File: src/design/cache_miss_defines.svh
/*
 * Geometry of the cache behind the miss handler.
 * Included by the metadata package and by modules that size arrays from it.
 */
`ifndef CACHE_MISS_DEFINES_SVH
`define CACHE_MISS_DEFINES_SVH

// width of a request address in bits.
`define CM_ADDR_WIDTH 32

// number of sets in the cache.
`define CM_SETS 16

// associativity, kept a power of two for the LRU tree.
`define CM_WAYS 4

`define CM_BLOCK_WORDS 8
`define CM_WORD_BYTES 4

`endif

File: src/design/cache_meta_pkg.sv
/*
 * Field widths and types of the cache metadata.
 * Address split is tag, set index, block offset from high to low bits.
 */
`include "cache_miss_defines.svh"

`default_nettype none

package cache_meta_pkg;

  // byte offset inside one block.
  localparam int BLOCK_OFFSET_W = $clog2(`CM_BLOCK_WORDS * `CM_WORD_BYTES);
  localparam int INDEX_W = $clog2(`CM_SETS);
  localparam int TAG_W = `CM_ADDR_WIDTH - INDEX_W - BLOCK_OFFSET_W;
  localparam int WAY_ID_W = $clog2(`CM_WAYS);

  // one bit per internal node of the pseudo-LRU tree.
  localparam int LRU_W = `CM_WAYS - 1;

  typedef logic [TAG_W-1:0] tag_t;
  typedef logic [INDEX_W-1:0] set_idx_t;
  typedef logic [WAY_ID_W-1:0] way_id_t;
  typedef logic [`CM_WAYS-1:0] way_vec_t;

  // node 0 is the root and node n has children 2n+1 and 2n+2.
  // a 0 bit means the LRU side lies in the lower half.
  typedef logic [LRU_W-1:0] lru_bits_t;

  typedef tag_t [`CM_WAYS-1:0] tag_array_t;

endpackage

`default_nettype wire

File: src/design/cache_op_pkg.sv
/*
 * Opcodes, DMA commands and miss handler states.
 * Shared by the requester side, the FSM and the testbench.
 */
`default_nettype none

package cache_op_pkg;

  // request opcodes seen on the request port.
  typedef enum logic [2:0] {
    OP_LD,
    OP_ST,
    OP_ALOCK,
    OP_AUNLOCK,
    OP_AFL,
    OP_AINV,
    OP_AFLINV
  } cache_op_e;

  // commands presented to the DMA engine.
  typedef enum logic [2:0] {
    DMA_NOP,
    DMA_SEND_FILL_ADDR,
    DMA_SEND_EVICT_ADDR,
    DMA_SEND_EVICT_DATA,
    DMA_GET_FILL_DATA
  } dma_cmd_e;

  typedef enum logic [3:0] {
    IDLE,
    LOOKUP,
    HIT_UPDATE,
    FLUSH_OP,
    LOCK_OP,
    SEND_FILL_ADDR,
    SEND_EVICT_ADDR,
    SEND_EVICT_DATA,
    GET_FILL_DATA,
    DONE
  } miss_state_e;

endpackage

`default_nettype wire

File: src/design/cache_meta_store.sv
/*
 * Per-set tag, valid, lock, dirty and LRU storage.
 * A read strobe latches one set onto the outputs in the next cycle.
 * Tag and stat writes are masked per way or per LRU node.
 */
`timescale 1ns/1ps
`include "cache_miss_defines.svh"
`default_nettype none

module cache_meta_store (
  input  wire                             clk_i,
  input  wire                             reset_i,
  input  wire                             rd_v_i,
  input  wire cache_meta_pkg::set_idx_t   set_i,
  input  wire                             tag_we_i,
  input  wire cache_meta_pkg::tag_t       tag_data_i,
  input  wire                             lock_data_i,
  input  wire                             valid_data_i,
  input  wire cache_meta_pkg::way_vec_t   tag_mask_i,
  input  wire cache_meta_pkg::way_vec_t   lock_mask_i,
  input  wire cache_meta_pkg::way_vec_t   valid_mask_i,
  input  wire                             stat_we_i,
  input  wire                             dirty_data_i,
  input  wire cache_meta_pkg::way_vec_t   dirty_mask_i,
  input  wire cache_meta_pkg::lru_bits_t  lru_data_i,
  input  wire cache_meta_pkg::lru_bits_t  lru_mask_i,
  output cache_meta_pkg::tag_array_t      tags_o,
  output cache_meta_pkg::way_vec_t        valid_o,
  output cache_meta_pkg::way_vec_t        lock_o,
  output cache_meta_pkg::way_vec_t        dirty_o,
  output cache_meta_pkg::lru_bits_t       lru_o
);
  import cache_meta_pkg::*;

  tag_array_t tag_mem [`CM_SETS];
  way_vec_t   valid_mem [`CM_SETS];
  way_vec_t   lock_mem [`CM_SETS];
  way_vec_t   dirty_mem [`CM_SETS];
  lru_bits_t  lru_mem [`CM_SETS];

  // tag array, written only in the ways named by the mask.
  always_ff @(posedge clk_i) begin
    if (tag_we_i) begin
      for (int w = 0; w < `CM_WAYS; w++) begin
        if (tag_mask_i[w]) begin
          tag_mem[set_i][w] <= tag_data_i;
        end
      end
    end
  end

  always_ff @(posedge clk_i) begin
    if (reset_i) begin
      for (int s = 0; s < `CM_SETS; s++) begin
        valid_mem[s] <= '0;
        lock_mem[s] <= '0;
        dirty_mem[s] <= '0;
        lru_mem[s] <= '0;
      end
    end else begin
      if (tag_we_i) begin
        valid_mem[set_i] <= (valid_mem[set_i] & ~valid_mask_i)
                          | ({`CM_WAYS{valid_data_i}} & valid_mask_i);
        lock_mem[set_i] <= (lock_mem[set_i] & ~lock_mask_i)
                         | ({`CM_WAYS{lock_data_i}} & lock_mask_i);
      end
      if (stat_we_i) begin
        dirty_mem[set_i] <= (dirty_mem[set_i] & ~dirty_mask_i)
                          | ({`CM_WAYS{dirty_data_i}} & dirty_mask_i);
        lru_mem[set_i] <= (lru_mem[set_i] & ~lru_mask_i) | (lru_data_i & lru_mask_i);
      end
    end
  end

  // registered read, held until the next read strobe.
  always_ff @(posedge clk_i) begin
    if (rd_v_i) begin
      tags_o <= tag_mem[set_i];
    end
  end

  always_ff @(posedge clk_i) begin
    if (reset_i) begin
      valid_o <= '0;
      lock_o <= '0;
      dirty_o <= '0;
      lru_o <= '0;
    end else if (rd_v_i) begin
      valid_o <= valid_mem[set_i];
      lock_o <= lock_mem[set_i];
      dirty_o <= dirty_mem[set_i];
      lru_o <= lru_mem[set_i];
    end
  end

  // the FSM shares one set index for reads and writes, so a write beside a read
  // would leave the lookup with the old contents of the same set.
  assert property (@(posedge clk_i) disable iff (reset_i)
    rd_v_i |-> !(tag_we_i || stat_we_i));

endmodule

`default_nettype wire

File: src/design/cache_miss_fsm.sv
/*
 * Miss handler state machine.
 * Accepts one request, looks up the set, then runs hit, flush, lock or
 * fill and evict sequences through DMA commands and metadata writes.
 */
`timescale 1ns/1ps
`include "cache_miss_defines.svh"
`default_nettype none

module cache_miss_fsm (
  input  wire                             clk_i,
  input  wire                             reset_i,
  input  wire                             req_v_i,
  input  wire cache_op_pkg::cache_op_e    req_op_i,
  input  wire [`CM_ADDR_WIDTH-1:0]        req_addr_i,
  input  wire                             hit_i,
  input  wire cache_meta_pkg::way_id_t    hit_way_i,
  input  wire cache_meta_pkg::way_id_t    victim_way_i,
  input  wire cache_meta_pkg::lru_bits_t  mru_data_i,
  input  wire cache_meta_pkg::lru_bits_t  mru_mask_i,
  input  wire cache_meta_pkg::tag_array_t tags_i,
  input  wire cache_meta_pkg::way_vec_t   valid_i,
  input  wire cache_meta_pkg::way_vec_t   dirty_i,
  input  wire                             dma_done_i,
  input  wire                             ack_i,
  output logic                            ready_o,
  output logic                            rd_v_o,
  output cache_meta_pkg::set_idx_t        set_o,
  output logic                            tag_we_o,
  output cache_meta_pkg::tag_t            tag_data_o,
  output logic                            lock_data_o,
  output logic                            valid_data_o,
  output cache_meta_pkg::way_vec_t        tag_mask_o,
  output cache_meta_pkg::way_vec_t        lock_mask_o,
  output cache_meta_pkg::way_vec_t        valid_mask_o,
  output logic                            stat_we_o,
  output logic                            dirty_data_o,
  output cache_meta_pkg::way_vec_t        dirty_mask_o,
  output cache_meta_pkg::lru_bits_t       lru_data_o,
  output cache_meta_pkg::lru_bits_t       lru_mask_o,
  output cache_meta_pkg::way_id_t         way_sel_o,
  output cache_meta_pkg::tag_t            addr_tag_o,
  output cache_op_pkg::dma_cmd_e          dma_cmd_o,
  output cache_meta_pkg::way_id_t         dma_way_o,
  output logic [`CM_ADDR_WIDTH-1:0]       dma_addr_o,
  output logic                            done_o,
  output logic                            done_hit_o,
  output cache_meta_pkg::way_id_t         done_way_o
);
  import cache_op_pkg::*;
  import cache_meta_pkg::*;

  localparam int BYTE_W = $clog2(`CM_WORD_BYTES);

  miss_state_e               state_r;
  miss_state_e               state_n;
  cache_op_e                 op_r;
  logic [`CM_ADDR_WIDTH-1:0] addr_r;
  way_id_t                   way_r;
  way_id_t                   way_n;
  logic                      hit_r;
  logic                      hit_n;
  set_idx_t                  index;
  way_vec_t                  way_onehot;
  logic                      is_flush;
  logic                      evict_needed;

  assign index = addr_r[BLOCK_OFFSET_W +: INDEX_W];
  assign addr_tag_o = addr_r[BLOCK_OFFSET_W + INDEX_W +: TAG_W];
  assign ready_o = (state_r == IDLE);
  assign rd_v_o = ready_o & req_v_i;
  assign set_o = ready_o ? req_addr_i[BLOCK_OFFSET_W +: INDEX_W] : index;
  assign way_sel_o = way_r;
  assign dma_way_o = way_r;
  assign done_hit_o = hit_r;
  assign done_way_o = way_r;
  assign tag_data_o = addr_tag_o;
  assign way_onehot = way_vec_t'(1) << way_r;
  assign is_flush = op_r inside {OP_AFL, OP_AINV, OP_AFLINV};
  assign evict_needed = dirty_i[way_r] & valid_i[way_r];

  always_ff @(posedge clk_i) begin
    if (reset_i) begin
      state_r <= IDLE;
      way_r <= '0;
      hit_r <= 1'b0;
    end else begin
      state_r <= state_n;
      way_r <= way_n;
      hit_r <= hit_n;
    end
  end

  always_ff @(posedge clk_i) begin
    if (rd_v_o) begin
      op_r <= req_op_i;
      addr_r <= req_addr_i;
    end
  end

  always_comb begin
    state_n = state_r;
    way_n = way_r;
    hit_n = hit_r;
    tag_we_o = 1'b0;
    lock_data_o = 1'b0;
    valid_data_o = 1'b0;
    tag_mask_o = '0;
    lock_mask_o = '0;
    valid_mask_o = '0;
    stat_we_o = 1'b0;
    dirty_data_o = 1'b0;
    dirty_mask_o = '0;
    lru_data_o = mru_data_i;
    lru_mask_o = mru_mask_i;
    dma_cmd_o = DMA_NOP;
    dma_addr_o = '0;
    done_o = 1'b0;

    case (state_r)
      IDLE: begin
        if (req_v_i) begin
          state_n = LOOKUP;
        end
      end

      // store data for the set is valid here; the way is fixed for the request.
      LOOKUP: begin
        hit_n = hit_i;
        way_n = hit_i ? hit_way_i : victim_way_i;
        if (is_flush || op_r == OP_AUNLOCK) begin
          if (!hit_i) begin
            state_n = DONE;
          end else begin
            state_n = is_flush ? FLUSH_OP : LOCK_OP;
          end
        end else if (hit_i) begin
          state_n = (op_r == OP_ALOCK) ? LOCK_OP : HIT_UPDATE;
        end else begin
          state_n = SEND_FILL_ADDR;
        end
      end

      HIT_UPDATE: begin
        stat_we_o = 1'b1;
        dirty_data_o = 1'b1;
        dirty_mask_o = (op_r == OP_ST) ? way_onehot : '0;
        state_n = DONE;
      end

      // dirty is cleared on every flush op; AINV and AFLINV also drop valid and lock.
      FLUSH_OP: begin
        stat_we_o = 1'b1;
        dirty_mask_o = way_onehot;
        lru_mask_o = '0;
        tag_we_o = 1'b1;
        if (op_r inside {OP_AINV, OP_AFLINV}) begin
          valid_mask_o = way_onehot;
          lock_mask_o = way_onehot;
        end
        state_n = (op_r != OP_AINV && evict_needed) ? SEND_EVICT_ADDR : DONE;
      end

      LOCK_OP: begin
        tag_we_o = 1'b1;
        lock_data_o = (op_r == OP_ALOCK);
        lock_mask_o = way_onehot;
        state_n = DONE;
      end

      SEND_FILL_ADDR: begin
        dma_cmd_o = DMA_SEND_FILL_ADDR;
        dma_addr_o = {addr_tag_o, index, {BLOCK_OFFSET_W{1'b0}}};
        if (dma_done_i) begin
          state_n = evict_needed ? SEND_EVICT_ADDR : GET_FILL_DATA;
        end
      end

      SEND_EVICT_ADDR: begin
        dma_cmd_o = DMA_SEND_EVICT_ADDR;
        dma_addr_o = {tags_i[way_r], index, {BLOCK_OFFSET_W{1'b0}}};
        if (dma_done_i) begin
          state_n = SEND_EVICT_DATA;
        end
      end

      SEND_EVICT_DATA: begin
        dma_cmd_o = DMA_SEND_EVICT_DATA;
        dma_addr_o = {tags_i[way_r], index, {BLOCK_OFFSET_W{1'b0}}};
        if (dma_done_i) begin
          state_n = is_flush ? DONE : GET_FILL_DATA;
        end
      end

      // the word offset rides along so the engine can return the missed word first.
      GET_FILL_DATA: begin
        dma_cmd_o = DMA_GET_FILL_DATA;
        dma_addr_o = {addr_r[`CM_ADDR_WIDTH-1:BYTE_W], {BYTE_W{1'b0}}};
        tag_we_o = dma_done_i;
        valid_data_o = 1'b1;
        lock_data_o = (op_r == OP_ALOCK);
        tag_mask_o = way_onehot;
        valid_mask_o = way_onehot;
        lock_mask_o = way_onehot;
        stat_we_o = dma_done_i;
        dirty_data_o = (op_r == OP_ST);
        dirty_mask_o = way_onehot;
        if (dma_done_i) begin
          state_n = DONE;
        end
      end

      DONE: begin
        done_o = 1'b1;
        if (ack_i) begin
          state_n = IDLE;
        end
      end

      default: begin
        state_n = IDLE;
      end
    endcase
  end

  // the DMA engine may sample the command late, so it must not move under it.
  assert property (@(posedge clk_i) disable iff (reset_i)
    (dma_cmd_o != DMA_NOP && !dma_done_i) |=>
      $stable(dma_cmd_o) && $stable(dma_way_o) && $stable(dma_addr_o));

endmodule

`default_nettype wire

File: src/design/cache_miss_top.sv
/*
 * Miss handler top level.
 * Connects the metadata store, way selection and the FSM behind one
 * request port and one DMA command port.
 */
`timescale 1ns/1ps
`include "cache_miss_defines.svh"
`default_nettype none

module cache_miss_top (
  input  wire                          clk_i,
  input  wire                          reset_i,
  input  wire                          req_v_i,
  input  wire cache_op_pkg::cache_op_e req_op_i,
  input  wire [`CM_ADDR_WIDTH-1:0]     req_addr_i,
  output logic                         ready_o,
  output cache_op_pkg::dma_cmd_e       dma_cmd_o,
  output cache_meta_pkg::way_id_t      dma_way_o,
  output logic [`CM_ADDR_WIDTH-1:0]    dma_addr_o,
  input  wire                          dma_done_i,
  output logic                         done_o,
  output logic                         done_hit_o,
  output cache_meta_pkg::way_id_t      done_way_o,
  input  wire                          ack_i
);
  import cache_meta_pkg::*;

  logic       rd_v;
  set_idx_t   set_idx;
  logic       tag_we;
  tag_t       tag_data;
  logic       lock_data;
  logic       valid_data;
  way_vec_t   tag_mask;
  way_vec_t   lock_mask;
  way_vec_t   valid_mask;
  logic       stat_we;
  logic       dirty_data;
  way_vec_t   dirty_mask;
  lru_bits_t  lru_data;
  lru_bits_t  lru_mask;
  tag_array_t tags;
  way_vec_t   valid;
  way_vec_t   lock;
  way_vec_t   dirty;
  lru_bits_t  lru;
  logic       hit;
  way_id_t    hit_way;
  way_id_t    victim_way;
  lru_bits_t  mru_data;
  lru_bits_t  mru_mask;
  way_id_t    way_sel;
  tag_t       addr_tag;

  cache_meta_store u_store (
    .clk_i(clk_i), .reset_i(reset_i), .rd_v_i(rd_v), .set_i(set_idx),
    .tag_we_i(tag_we), .tag_data_i(tag_data), .lock_data_i(lock_data),
    .valid_data_i(valid_data), .tag_mask_i(tag_mask), .lock_mask_i(lock_mask),
    .valid_mask_i(valid_mask), .stat_we_i(stat_we), .dirty_data_i(dirty_data),
    .dirty_mask_i(dirty_mask), .lru_data_i(lru_data), .lru_mask_i(lru_mask),
    .tags_o(tags), .valid_o(valid), .lock_o(lock), .dirty_o(dirty), .lru_o(lru)
  );

  cache_way_select u_way_select (
    .clk_i(clk_i), .reset_i(reset_i), .addr_tag_i(addr_tag), .tags_i(tags),
    .valid_i(valid), .lock_i(lock), .lru_i(lru), .way_sel_i(way_sel),
    .hit_o(hit), .hit_way_o(hit_way), .victim_way_o(victim_way),
    .mru_data_o(mru_data), .mru_mask_o(mru_mask)
  );

  cache_miss_fsm u_fsm (
    .clk_i(clk_i), .reset_i(reset_i), .req_v_i(req_v_i), .req_op_i(req_op_i),
    .req_addr_i(req_addr_i), .hit_i(hit), .hit_way_i(hit_way),
    .victim_way_i(victim_way), .mru_data_i(mru_data), .mru_mask_i(mru_mask),
    .tags_i(tags), .valid_i(valid), .dirty_i(dirty), .dma_done_i(dma_done_i),
    .ack_i(ack_i), .ready_o(ready_o), .rd_v_o(rd_v), .set_o(set_idx),
    .tag_we_o(tag_we), .tag_data_o(tag_data), .lock_data_o(lock_data),
    .valid_data_o(valid_data), .tag_mask_o(tag_mask), .lock_mask_o(lock_mask),
    .valid_mask_o(valid_mask), .stat_we_o(stat_we), .dirty_data_o(dirty_data),
    .dirty_mask_o(dirty_mask), .lru_data_o(lru_data), .lru_mask_o(lru_mask),
    .way_sel_o(way_sel), .addr_tag_o(addr_tag), .dma_cmd_o(dma_cmd_o),
    .dma_way_o(dma_way_o), .dma_addr_o(dma_addr_o), .done_o(done_o),
    .done_hit_o(done_hit_o), .done_way_o(done_way_o)
  );

endmodule

`default_nettype wire

File: src/design/cache_way_select.sv
/*
 * Hit detection and replacement choice for one set.
 * The victim is the lowest invalid, unlocked way, else the pseudo-LRU way
 * steered around locked subtrees. Also builds the MRU update for a way.
 */
`timescale 1ns/1ps
`include "cache_miss_defines.svh"
`default_nettype none

module cache_way_select (
  input  wire                             clk_i,
  input  wire                             reset_i,
  input  wire cache_meta_pkg::tag_t       addr_tag_i,
  input  wire cache_meta_pkg::tag_array_t tags_i,
  input  wire cache_meta_pkg::way_vec_t   valid_i,
  input  wire cache_meta_pkg::way_vec_t   lock_i,
  input  wire cache_meta_pkg::lru_bits_t  lru_i,
  input  wire cache_meta_pkg::way_id_t    way_sel_i,
  output logic                            hit_o,
  output cache_meta_pkg::way_id_t         hit_way_o,
  output cache_meta_pkg::way_id_t         victim_way_o,
  output cache_meta_pkg::lru_bits_t       mru_data_o,
  output cache_meta_pkg::lru_bits_t       mru_mask_o
);
  import cache_meta_pkg::*;

  way_vec_t match;
  way_vec_t free_ways;
  way_id_t  free_way;
  way_id_t  lru_way;

  // true when every way whose upper bits equal prefix is locked.
  function automatic logic subtree_locked(way_vec_t lock, int shift, int prefix);
    logic all_locked;
    all_locked = 1'b1;
    for (int w = 0; w < `CM_WAYS; w++) begin
      if ((w >> shift) == prefix) begin
        all_locked &= lock[w];
      end
    end
    return all_locked;
  endfunction

  always_comb begin
    hit_way_o = '0;
    for (int w = 0; w < `CM_WAYS; w++) begin
      match[w] = valid_i[w] && (tags_i[w] == addr_tag_i);
      if (match[w]) begin
        hit_way_o = way_id_t'(w);
      end
    end
  end

  assign hit_o = |match;
  assign free_ways = ~valid_i & ~lock_i;

  always_comb begin
    free_way = '0;
    for (int w = `CM_WAYS - 1; w >= 0; w--) begin
      if (free_ways[w]) begin
        free_way = way_id_t'(w);
      end
    end
  end

  // walk from the root and flip a node whose LRU half is entirely locked.
  always_comb begin
    int node;
    logic side;
    node = 0;
    lru_way = '0;
    for (int lvl = 0; lvl < WAY_ID_W; lvl++) begin
      side = lru_i[node];
      if (subtree_locked(lock_i, WAY_ID_W - lvl - 1, 2 * lru_way + side)) begin
        side = ~side;
      end
      lru_way = way_id_t'({lru_way, side});
      node = 2 * node + 1 + side;
    end
  end

  assign victim_way_o = (|free_ways) ? free_way : lru_way;

  // path nodes point away from the selected way so it becomes MRU.
  always_comb begin
    int node;
    logic branch;
    node = 0;
    mru_data_o = '0;
    mru_mask_o = '0;
    for (int lvl = 0; lvl < WAY_ID_W; lvl++) begin
      branch = way_sel_i[WAY_ID_W - 1 - lvl];
      mru_mask_o[node] = 1'b1;
      mru_data_o[node] = ~branch;
      node = 2 * node + 1 + branch;
    end
  end

  // a set with any unlocked way must never replace a locked line.
  assert property (@(posedge clk_i) disable iff (reset_i)
    (~lock_i != '0) |-> !lock_i[victim_way_o]);

endmodule

`default_nettype wire

File: config.mk
export PLATFORM = sky130hd
export DESIGN_NAME = cache_miss_top
export DESIGN_NICKNAME = d
export VERILOG_FILES = /design/src/design/cache_meta_pkg.sv /design/src/design/cache_op_pkg.sv /design/src/design/cache_meta_store.sv /design/src/design/cache_miss_fsm.sv /design/src/design/cache_miss_top.sv /design/src/design/cache_way_select.sv
export VERILOG_INCLUDE_DIRS = /design/src /design/src/design
export SDC_FILE = /design/constraint.sdc
export NUM_CORES = 2
export LEC_CHECK = 0
export ABC_CLOCK_PERIOD_IN_PS = 6430
export BUFFER_PORTS_ARGS = -buffer_cell sky130_fd_sc_hd__buf_2
export CORE_ASPECT_RATIO = 0.8
export CORE_UTILIZATION = 40
export CTS_CLUSTER_SIZE = 20
export DETAILED_ROUTE_END_ITERATION = 6
export SYNTH_ARGS = -nofsm -noshare
export SYNTH_HDL_FRONTEND = slang
export SYNTH_SLANG_ARGS = --single-unit
File: constraint.sdc
create_clock -name clk_i -period 6.43 [get_ports clk_i]
set_clock_uncertainty 0.1 [all_clocks]
set_input_delay 0.3215 -clock clk_i [delete_from_list [all_inputs] [get_ports clk_i]]
set_output_delay 0.3215 -clock clk_i [all_outputs]
set_load 0.02 [all_outputs]
### After elaboration in Yosys (flattened, before gate mapping)

Memories as Yosys holds them, arrays and structs flattened. A register that Yosys moved wholly into a read port is not among the register bits.
Index checks and enable logic that the tools add are counted.

* memory bits (writable): 1712
* word-level logic and storage cells: 201
* memories kept: 5
* bits in registers: 57

Memories
* u_store.tag_mem: words 16, width 92, read ports 1, clocked after Yosys merged registers in 1, write ports 1, RTL line cache_meta_store.sv:35 `` tag_array_t tag_mem [`CM_SETS]; ``
* u_store.dirty_mem: words 16, width 4, read ports 1, clocked after Yosys merged registers in 0, write ports 16, RTL line cache_meta_store.sv:38 `` way_vec_t dirty_mem [`CM_SETS]; ``
* u_store.lock_mem: words 16, width 4, read ports 1, clocked after Yosys merged registers in 0, write ports 16, RTL line cache_meta_store.sv:37 `` way_vec_t lock_mem [`CM_SETS]; ``
* u_store.valid_mem: words 16, width 4, read ports 1, clocked after Yosys merged registers in 0, write ports 16, RTL line cache_meta_store.sv:36 `` way_vec_t valid_mem [`CM_SETS]; ``
* u_store.lru_mem: words 16, width 3, read ports 1, clocked after Yosys merged registers in 0, write ports 16, RTL line cache_meta_store.sv:39 `` lru_bits_t lru_mem [`CM_SETS]; ``

* reduce and logical (&&, ||, !) cells: 25
* $add $sub $neg: 3
* equality and inequality tests: 29
* muxes and demuxes: 94
* shift-type cells: 1
* magnitude comparators: 4
* bitwise gates (word level): 31

Operator list (number)
* 32-bit one-hot mux with 3 select lines: 1
* 23-bit equality test: 4
* 4-bit 2-to-1 mux: 22
* 3-bit by 32-bit equality test with 1-bit output, first input constant: 2
* 32-bit logical NOT: 2
* 32-bit by 4-bit < comparator with 1-bit output, second input constant: 2
* 23-bit binary-select mux with 2-bit select: 1
* 1-bit 2-to-1 mux: 44
* 4-bit one-hot mux with 9 select lines: 1
* 2-bit by 32-bit equality test with 1-bit output, first input constant: 1
* 32-bit by 1-bit >= comparator with 1-bit output, second input constant: 1
* 4-bit AND: 7
* 4-bit one-hot mux with 2 select lines: 3
* 23-bit 2-to-1 mux: 1
* 4-bit NOT: 5
* 4-bit OR reduction: 5
* 4-bit by 3-bit equality test with 1-bit output, second input constant: 4
* 2-bit 2-to-1 mux: 8
* 3-bit 2-to-1 mux: 4
* 2-bit != test, second input constant: 6
* 4-bit bitwise OR: 3
* 3-bit one-hot mux with 4 select lines: 1
* 2-bit OR reduction: 6
* 3-bit equality test, second input constant: 3
* 26 further kinds: 50

### Longest topological paths before layout

* depth after elaboration: 25
* gate-level depth with buffers: 12

### Cells and area by module

From an unflattened synthesis, not the netlist that was laid out.

* cells, all modules: 3600
* area total of the unflattened synthesis: 74350.1 µm²

By module, submodules not included
* cache_meta_store: cells each 3154, sequential area each 54472.2 µm², area an instance 69905.8 µm², instances 1
* cache_miss_fsm: cells each 296, sequential area each 1131.1 µm², area an instance 3284.4 µm², instances 1
* cache_way_select: cells each 150, sequential area each 0.0 µm², area an instance 1159.9 µm², instances 1

### Worst setup path before layout

OpenSTA, ideal clock, no wires.

* path kind: reg2reg
* start: register u_fsm.state_r[3]
* end: register u_fsm.addr_r[10], enable pin
* arrival time: 3897 ps
* setup slack: 1956 ps
* stages on the path, launching flop included: 8
* setup time: 477 ps
* data required time: 5853 ps
* path buffers: 3
* path through: dfxtp_1 -> buf_6 -> or3_4 -> nor2_4 -> buf_6 -> nand2_1 -> clkbuf_1 -> inv_1

* cells in the longest elaborated chain, start to end: 2

RTL lines
* from (decl): RTL line cache_miss_fsm.sv:55 `miss_state_e state_r;`
* from (signal assigned): RTL line cache_miss_fsm.sv:88 `state_r <= state_n;`
* 4-bit logical NOT: RTL line cache_miss_fsm.sv:70 `assign ready_o = (state_r == IDLE);`
* named net ready_o: RTL line cache_miss_top.sv:16 `output logic ready_o,`
* 1-bit AND: RTL line cache_miss_fsm.sv:71 `assign rd_v_o = ready_o & req_v_i;`
* named net rd_v: RTL line cache_miss_top.sv:28 `logic rd_v;`
* to (signal assigned): RTL line cache_miss_fsm.sv:97 `addr_r <= req_addr_i;`
* to (decl): RTL line cache_miss_fsm.sv:58 `` logic [`CM_ADDR_WIDTH-1:0] addr_r; ``

The timed path passes the listed nets, and every way through them passes these cells.
A chain may end at the register's enable or synchronous reset.

### Worst setup path in the final report

* start: register u_fsm.addr_r[9]
* end: register u_fsm.state_r[3]

* cells in the longest elaborated chain, start to end: 6
* elaborated cells on any way between the ends: 12
* classes of those cells: eq/ne (4); mux (3); reduce/logical (5)

RTL lines
* 23-bit equality test: RTL line cache_way_select.sv:47 `match[w] = valid_i[w] && (tags_i[w] == addr_tag_i);`
* 1-bit logical AND: RTL line cache_way_select.sv:47
* 4-bit OR reduction *: RTL line cache_way_select.sv:54 `assign hit_o = |match;`
* 4-bit 2-to-1 mux *: RTL line cache_miss_fsm.sv:132 `if (!hit_i) begin`
* 4-bit 2-to-1 mux *: RTL line cache_miss_fsm.sv:131 `if (is_flush || op_r == OP_AUNLOCK) begin`
* 4-bit one-hot mux with 9 select lines *: RTL line cache_miss_fsm.sv:120 `case (state_r)`

Every way passes the cells marked *; elsewhere a longest branch is shown, timed or not.

==> metrics.md <==
| Metric | Value |
|---|---|
| P_leak | approximately 27 nW |
| Total gr overflow | 0 |
| Final Slew Violations | 0 |
| Most frequent cells after synthesis | 1837 x edfxtp_1, 472 x nand2_1, 451 x mux4_2 |
| Internal Power | ~25 mW |
| Full die area | 188300 sq um |
| Die width | around 480 um |
| Vias/cell | 5.769 |
| Num ports | roughly 80 |
| Post-layout nets | 4167 |
| Depth of the most critical reg-to-reg path | 11 |
| Reg area | about 56000 sq um |
| Max_cap viols | 0 |
| GRT Util Overall | 0.2061 |
| Final ANT Viol Nets | 0 |
| CP max stage cell | edfxtp_1 |
| Critical path arrival | approximately 5.3 ns |
| Sequential share of power | 0.418 |
| Worst Setup SP | u_fsm.addr_r[9] |
| Area share of the largest cell type after synthesis | 0.7392 |
| Mapped Cells | between 3000 and 4000 |
| Post-Syn Area | approximately 75000 sq um |
| Status | completed |
| Avg Synthesized Cell Area | ~19 sq um |
| Std-Cell Core Area | ~180000 sq um |
| Sequential-to-total area share from yosys stat | 0.7451 |
| Crit-path leading delay family | simple AND/OR/NAND/NOR gates |
| Fill cell count | between 15000 and 20000 |
| Startpoint Class | flip-flop |
| Worst path bufs/invs | 3 |
| Vias | 38668 |
| Final hold vios | 0 |
| WL per Instance | 28.97 um |
| IR drop worst, VDD | approximately 420 uV |
| Drt drc | 0 |
| Share of layout cells above drive strength 1 | 0.2429 |
| Cells along the critical path | buf_4, xor2_1, nor4_1, nand4_1, nor3_1, nor4_1, buf_4, o211ai_1, a21o_1, a31oi_1, dlygate4sd3_1 |
| NetSw | 12.43 mW |
| Gpl congestion | approximately 0.86 |
| Post-synth top area cell | edfxtp_1 |
| Total chip power | approximately 37 mW |
| Yosys warnings | 0 |
| PostCTS Resize Cnt | 0 |
| Max_slew headroom | 0.1338 |
| CTS tree | built |
| First-pass GRT wire length | about 280 mm |
| Vias in the first global route | 38358 |
| Switching share of power | 0.3344 |
| Hold Crit Class | in2reg |
| Clock power frac | 0.277 |
| Tcrit/Tclk final | 0.7305 |
| Share of synthesized registers carrying an async set or reset | 0 |
| Req. time, crit path | 7.04 ns |
| Worst hold start | req_addr_i[4] |
| Layout area overhead | 12.47% |
| CTS sink cnt | around 1900 |
| Max Clk Rate | about 0.21 GHz |
| Setup TNS | 0 ns |
| CP Capture Type | flip-flop |
| Yosys cell types | between 60 and 70 |
| PortBufs | just under 80 |
| Top post-synthesis cells by area | edfxtp_1 74%, mux4_2 14%, nand2_1 2.4%, nor2_1 1.7%, a31oi_1 0.82% |
| Multi-input logic area | about 18000 sq um |
| Most common cell in the netlist | edfxtp_1 |
| RSZ-0062 raised after global routing | false |
| Launch point of the worst reg-to-reg path | u_fsm.addr_r[9] |
| Comb pwr share | 0.305 |
| Setup violations, final | 0 |
| Tmin final | 4.697 ns |
| Number of synthesized flops with an enable pin | between 1500 and 2000 |
| CTS Buf Count | between 150 and 200 |
| Initial core utilization | 0.4036 |
| Clock Latency Late Sink | around 0.82 ns |
| Worst slew pin tran | ~1.3 ns |
| Placed wire-length estimate | about 110 mm |
| Root Buffer | clkbuf_16 |
| Largest net degree at the start of global routing | 113 |
| Worst-path clk slew | ~0.060 ns |
| Die H | around 390 um |
| Initial antenna violation count | 7 |
| 1st-iter DRT viols | 4786 |
| Top_reg_cell synth | edfxtp_1 |
| Hold depth | 2 |
| CP Max Fanout | 21 |
| Crit Path Category | reg2reg |
| CP peak stage delay | between 1 and 1.5 ns |
| CP Depth | 11 |
| CTS Buffer Depth | 3 |
| FF+latch count, synth | about 1900 |
| Iteration count of the initial detailed-routing pass | 5 |
| Pwr Density | ~440 nW/um^2 |
| H-tree depth | 4 |
| FP Rows | around 140 |
| Final WL | 194.2 mm |
==> power groups by stage <==
stage	clock (mW)	sequential, mW	combinational [mW]
floorplan	0	15.5	8.07
global placement	0	15.7	11.3
detailed placement	0	15.7	11.4
CTS	10.5	15.5	11.5
global route	10.9	15.5	12.1
finish	10.3	15.5	11.4
==> cells in the final DEF, fill, tap and decap left out, types with 67 or more instances in the layout <==
| cell | instances |
|---|---|
| buf_2 | 77 |
| nor2_2 | 83 |
| edfxtp_1 | 1837 |
| nor2_1 | 282 |
| nand2_1 | 472 |
| a31oi_1 | 98 |
| clkbuf_16 | 182 |
| and3_1 | 93 |
| buf_4 | 120 |
| mux4_2 | 451 |
| xor2_1 | 67 |
==> state kept, by name, summed over array words and instances, names as in the netlist <==
signal / count
u_store.lru_mem: 48
u_fsm.state_r: 4
u_store.valid_mem: 64
u_fsm.dma_way_o: 2
u_store.dirty_o: 4
u_store.tags_o: 92
u_fsm.done_hit_o: 1
u_store.valid_o: 4
u_store.lru_o: 3
u_fsm.op_r: 3
u_fsm.addr_r: 30
u_store.lock_mem: 64
u_store.lock_o: 4
u_store.dirty_mem: 64
u_store.tag_mem: 1472
==> cell type report <==
type / count / area share
Sequential cell: 1859 / 0.6625
Inverter: 4 / 0.0002385
Tap cell: 2431 / 0.03624
Timing Repair Buffer: 246 / 0.02248
Clock inverter: 101 / 0.01127
Clock buffer: 225 / 0.05619
Multi-Input combinational cell: 1834 / 0.2110
Antenna cell: 3 / 0.00008945
==> routing by layer <==
| layer | GRT usage | wire (um) |
|---|---|---|
| met2 | 0.3075 | 87840 |
| met5 | 0 | 0 |
| met1 | 0.3039 | 83530 |
| met4 | 0.06523 | 6026 |
| met3 | 0.04120 | 16790 |
==> cells by family (layout without fill, tap and decap cells) <==
logic type | count (synthesis) | after routing | synth area share
and+or+nand+nor | 1042 | 1042 | 0.05978
AOI/OAI and AO/OA | 205 | 205 | 0.02101
DFF | 1859 | 1859 | 0.7452
other | 1 | 5 | 0.00005025
buffers and inverters | 235 | 576 | 0.02123
xor gates and xnor gates | 95 | 95 | 0.01115
muxes | 490 | 490 | 0.1416
==> final timing paths <==
| path | endpoint | slack [ns] |
|---|---|---|
| min reg2reg | u_store.dirty_o[0] | 0.39 |
| max | u_fsm.state_r[3] | 1.73 |
| min | u_fsm.addr_r[4] | 0.10 |
| max reg2reg | u_fsm.state_r[3] | 1.73 |
==> repair_timing <==
action / 4_1_cts / 5_1_grt
hold buffers: 38 / 0
buffers inserted: 0 / 0
hold endpoints to repair: 40 / 0
==> stage by stage <==
stage          instance area [sq um]  hold slack, ns  instances  utilization  setup WS [ns]
6_report                       83930          0.1042       6703       0.4539          1.733
5_1_grt                        83920         0.08332       6701       0.4539          1.492
4_1_cts                        83920         0.04073       6700       0.4539          1.746
3_5_place_dp                   77880          0.3691       6336       0.4212          1.741
3_3_place_gp                   77880          0.3702       6336       0.4212          1.838
2_1_floorplan                  74620          0.3204       3928            -          1.956
No activity file was read; power rests on OpenSTA's default activity.
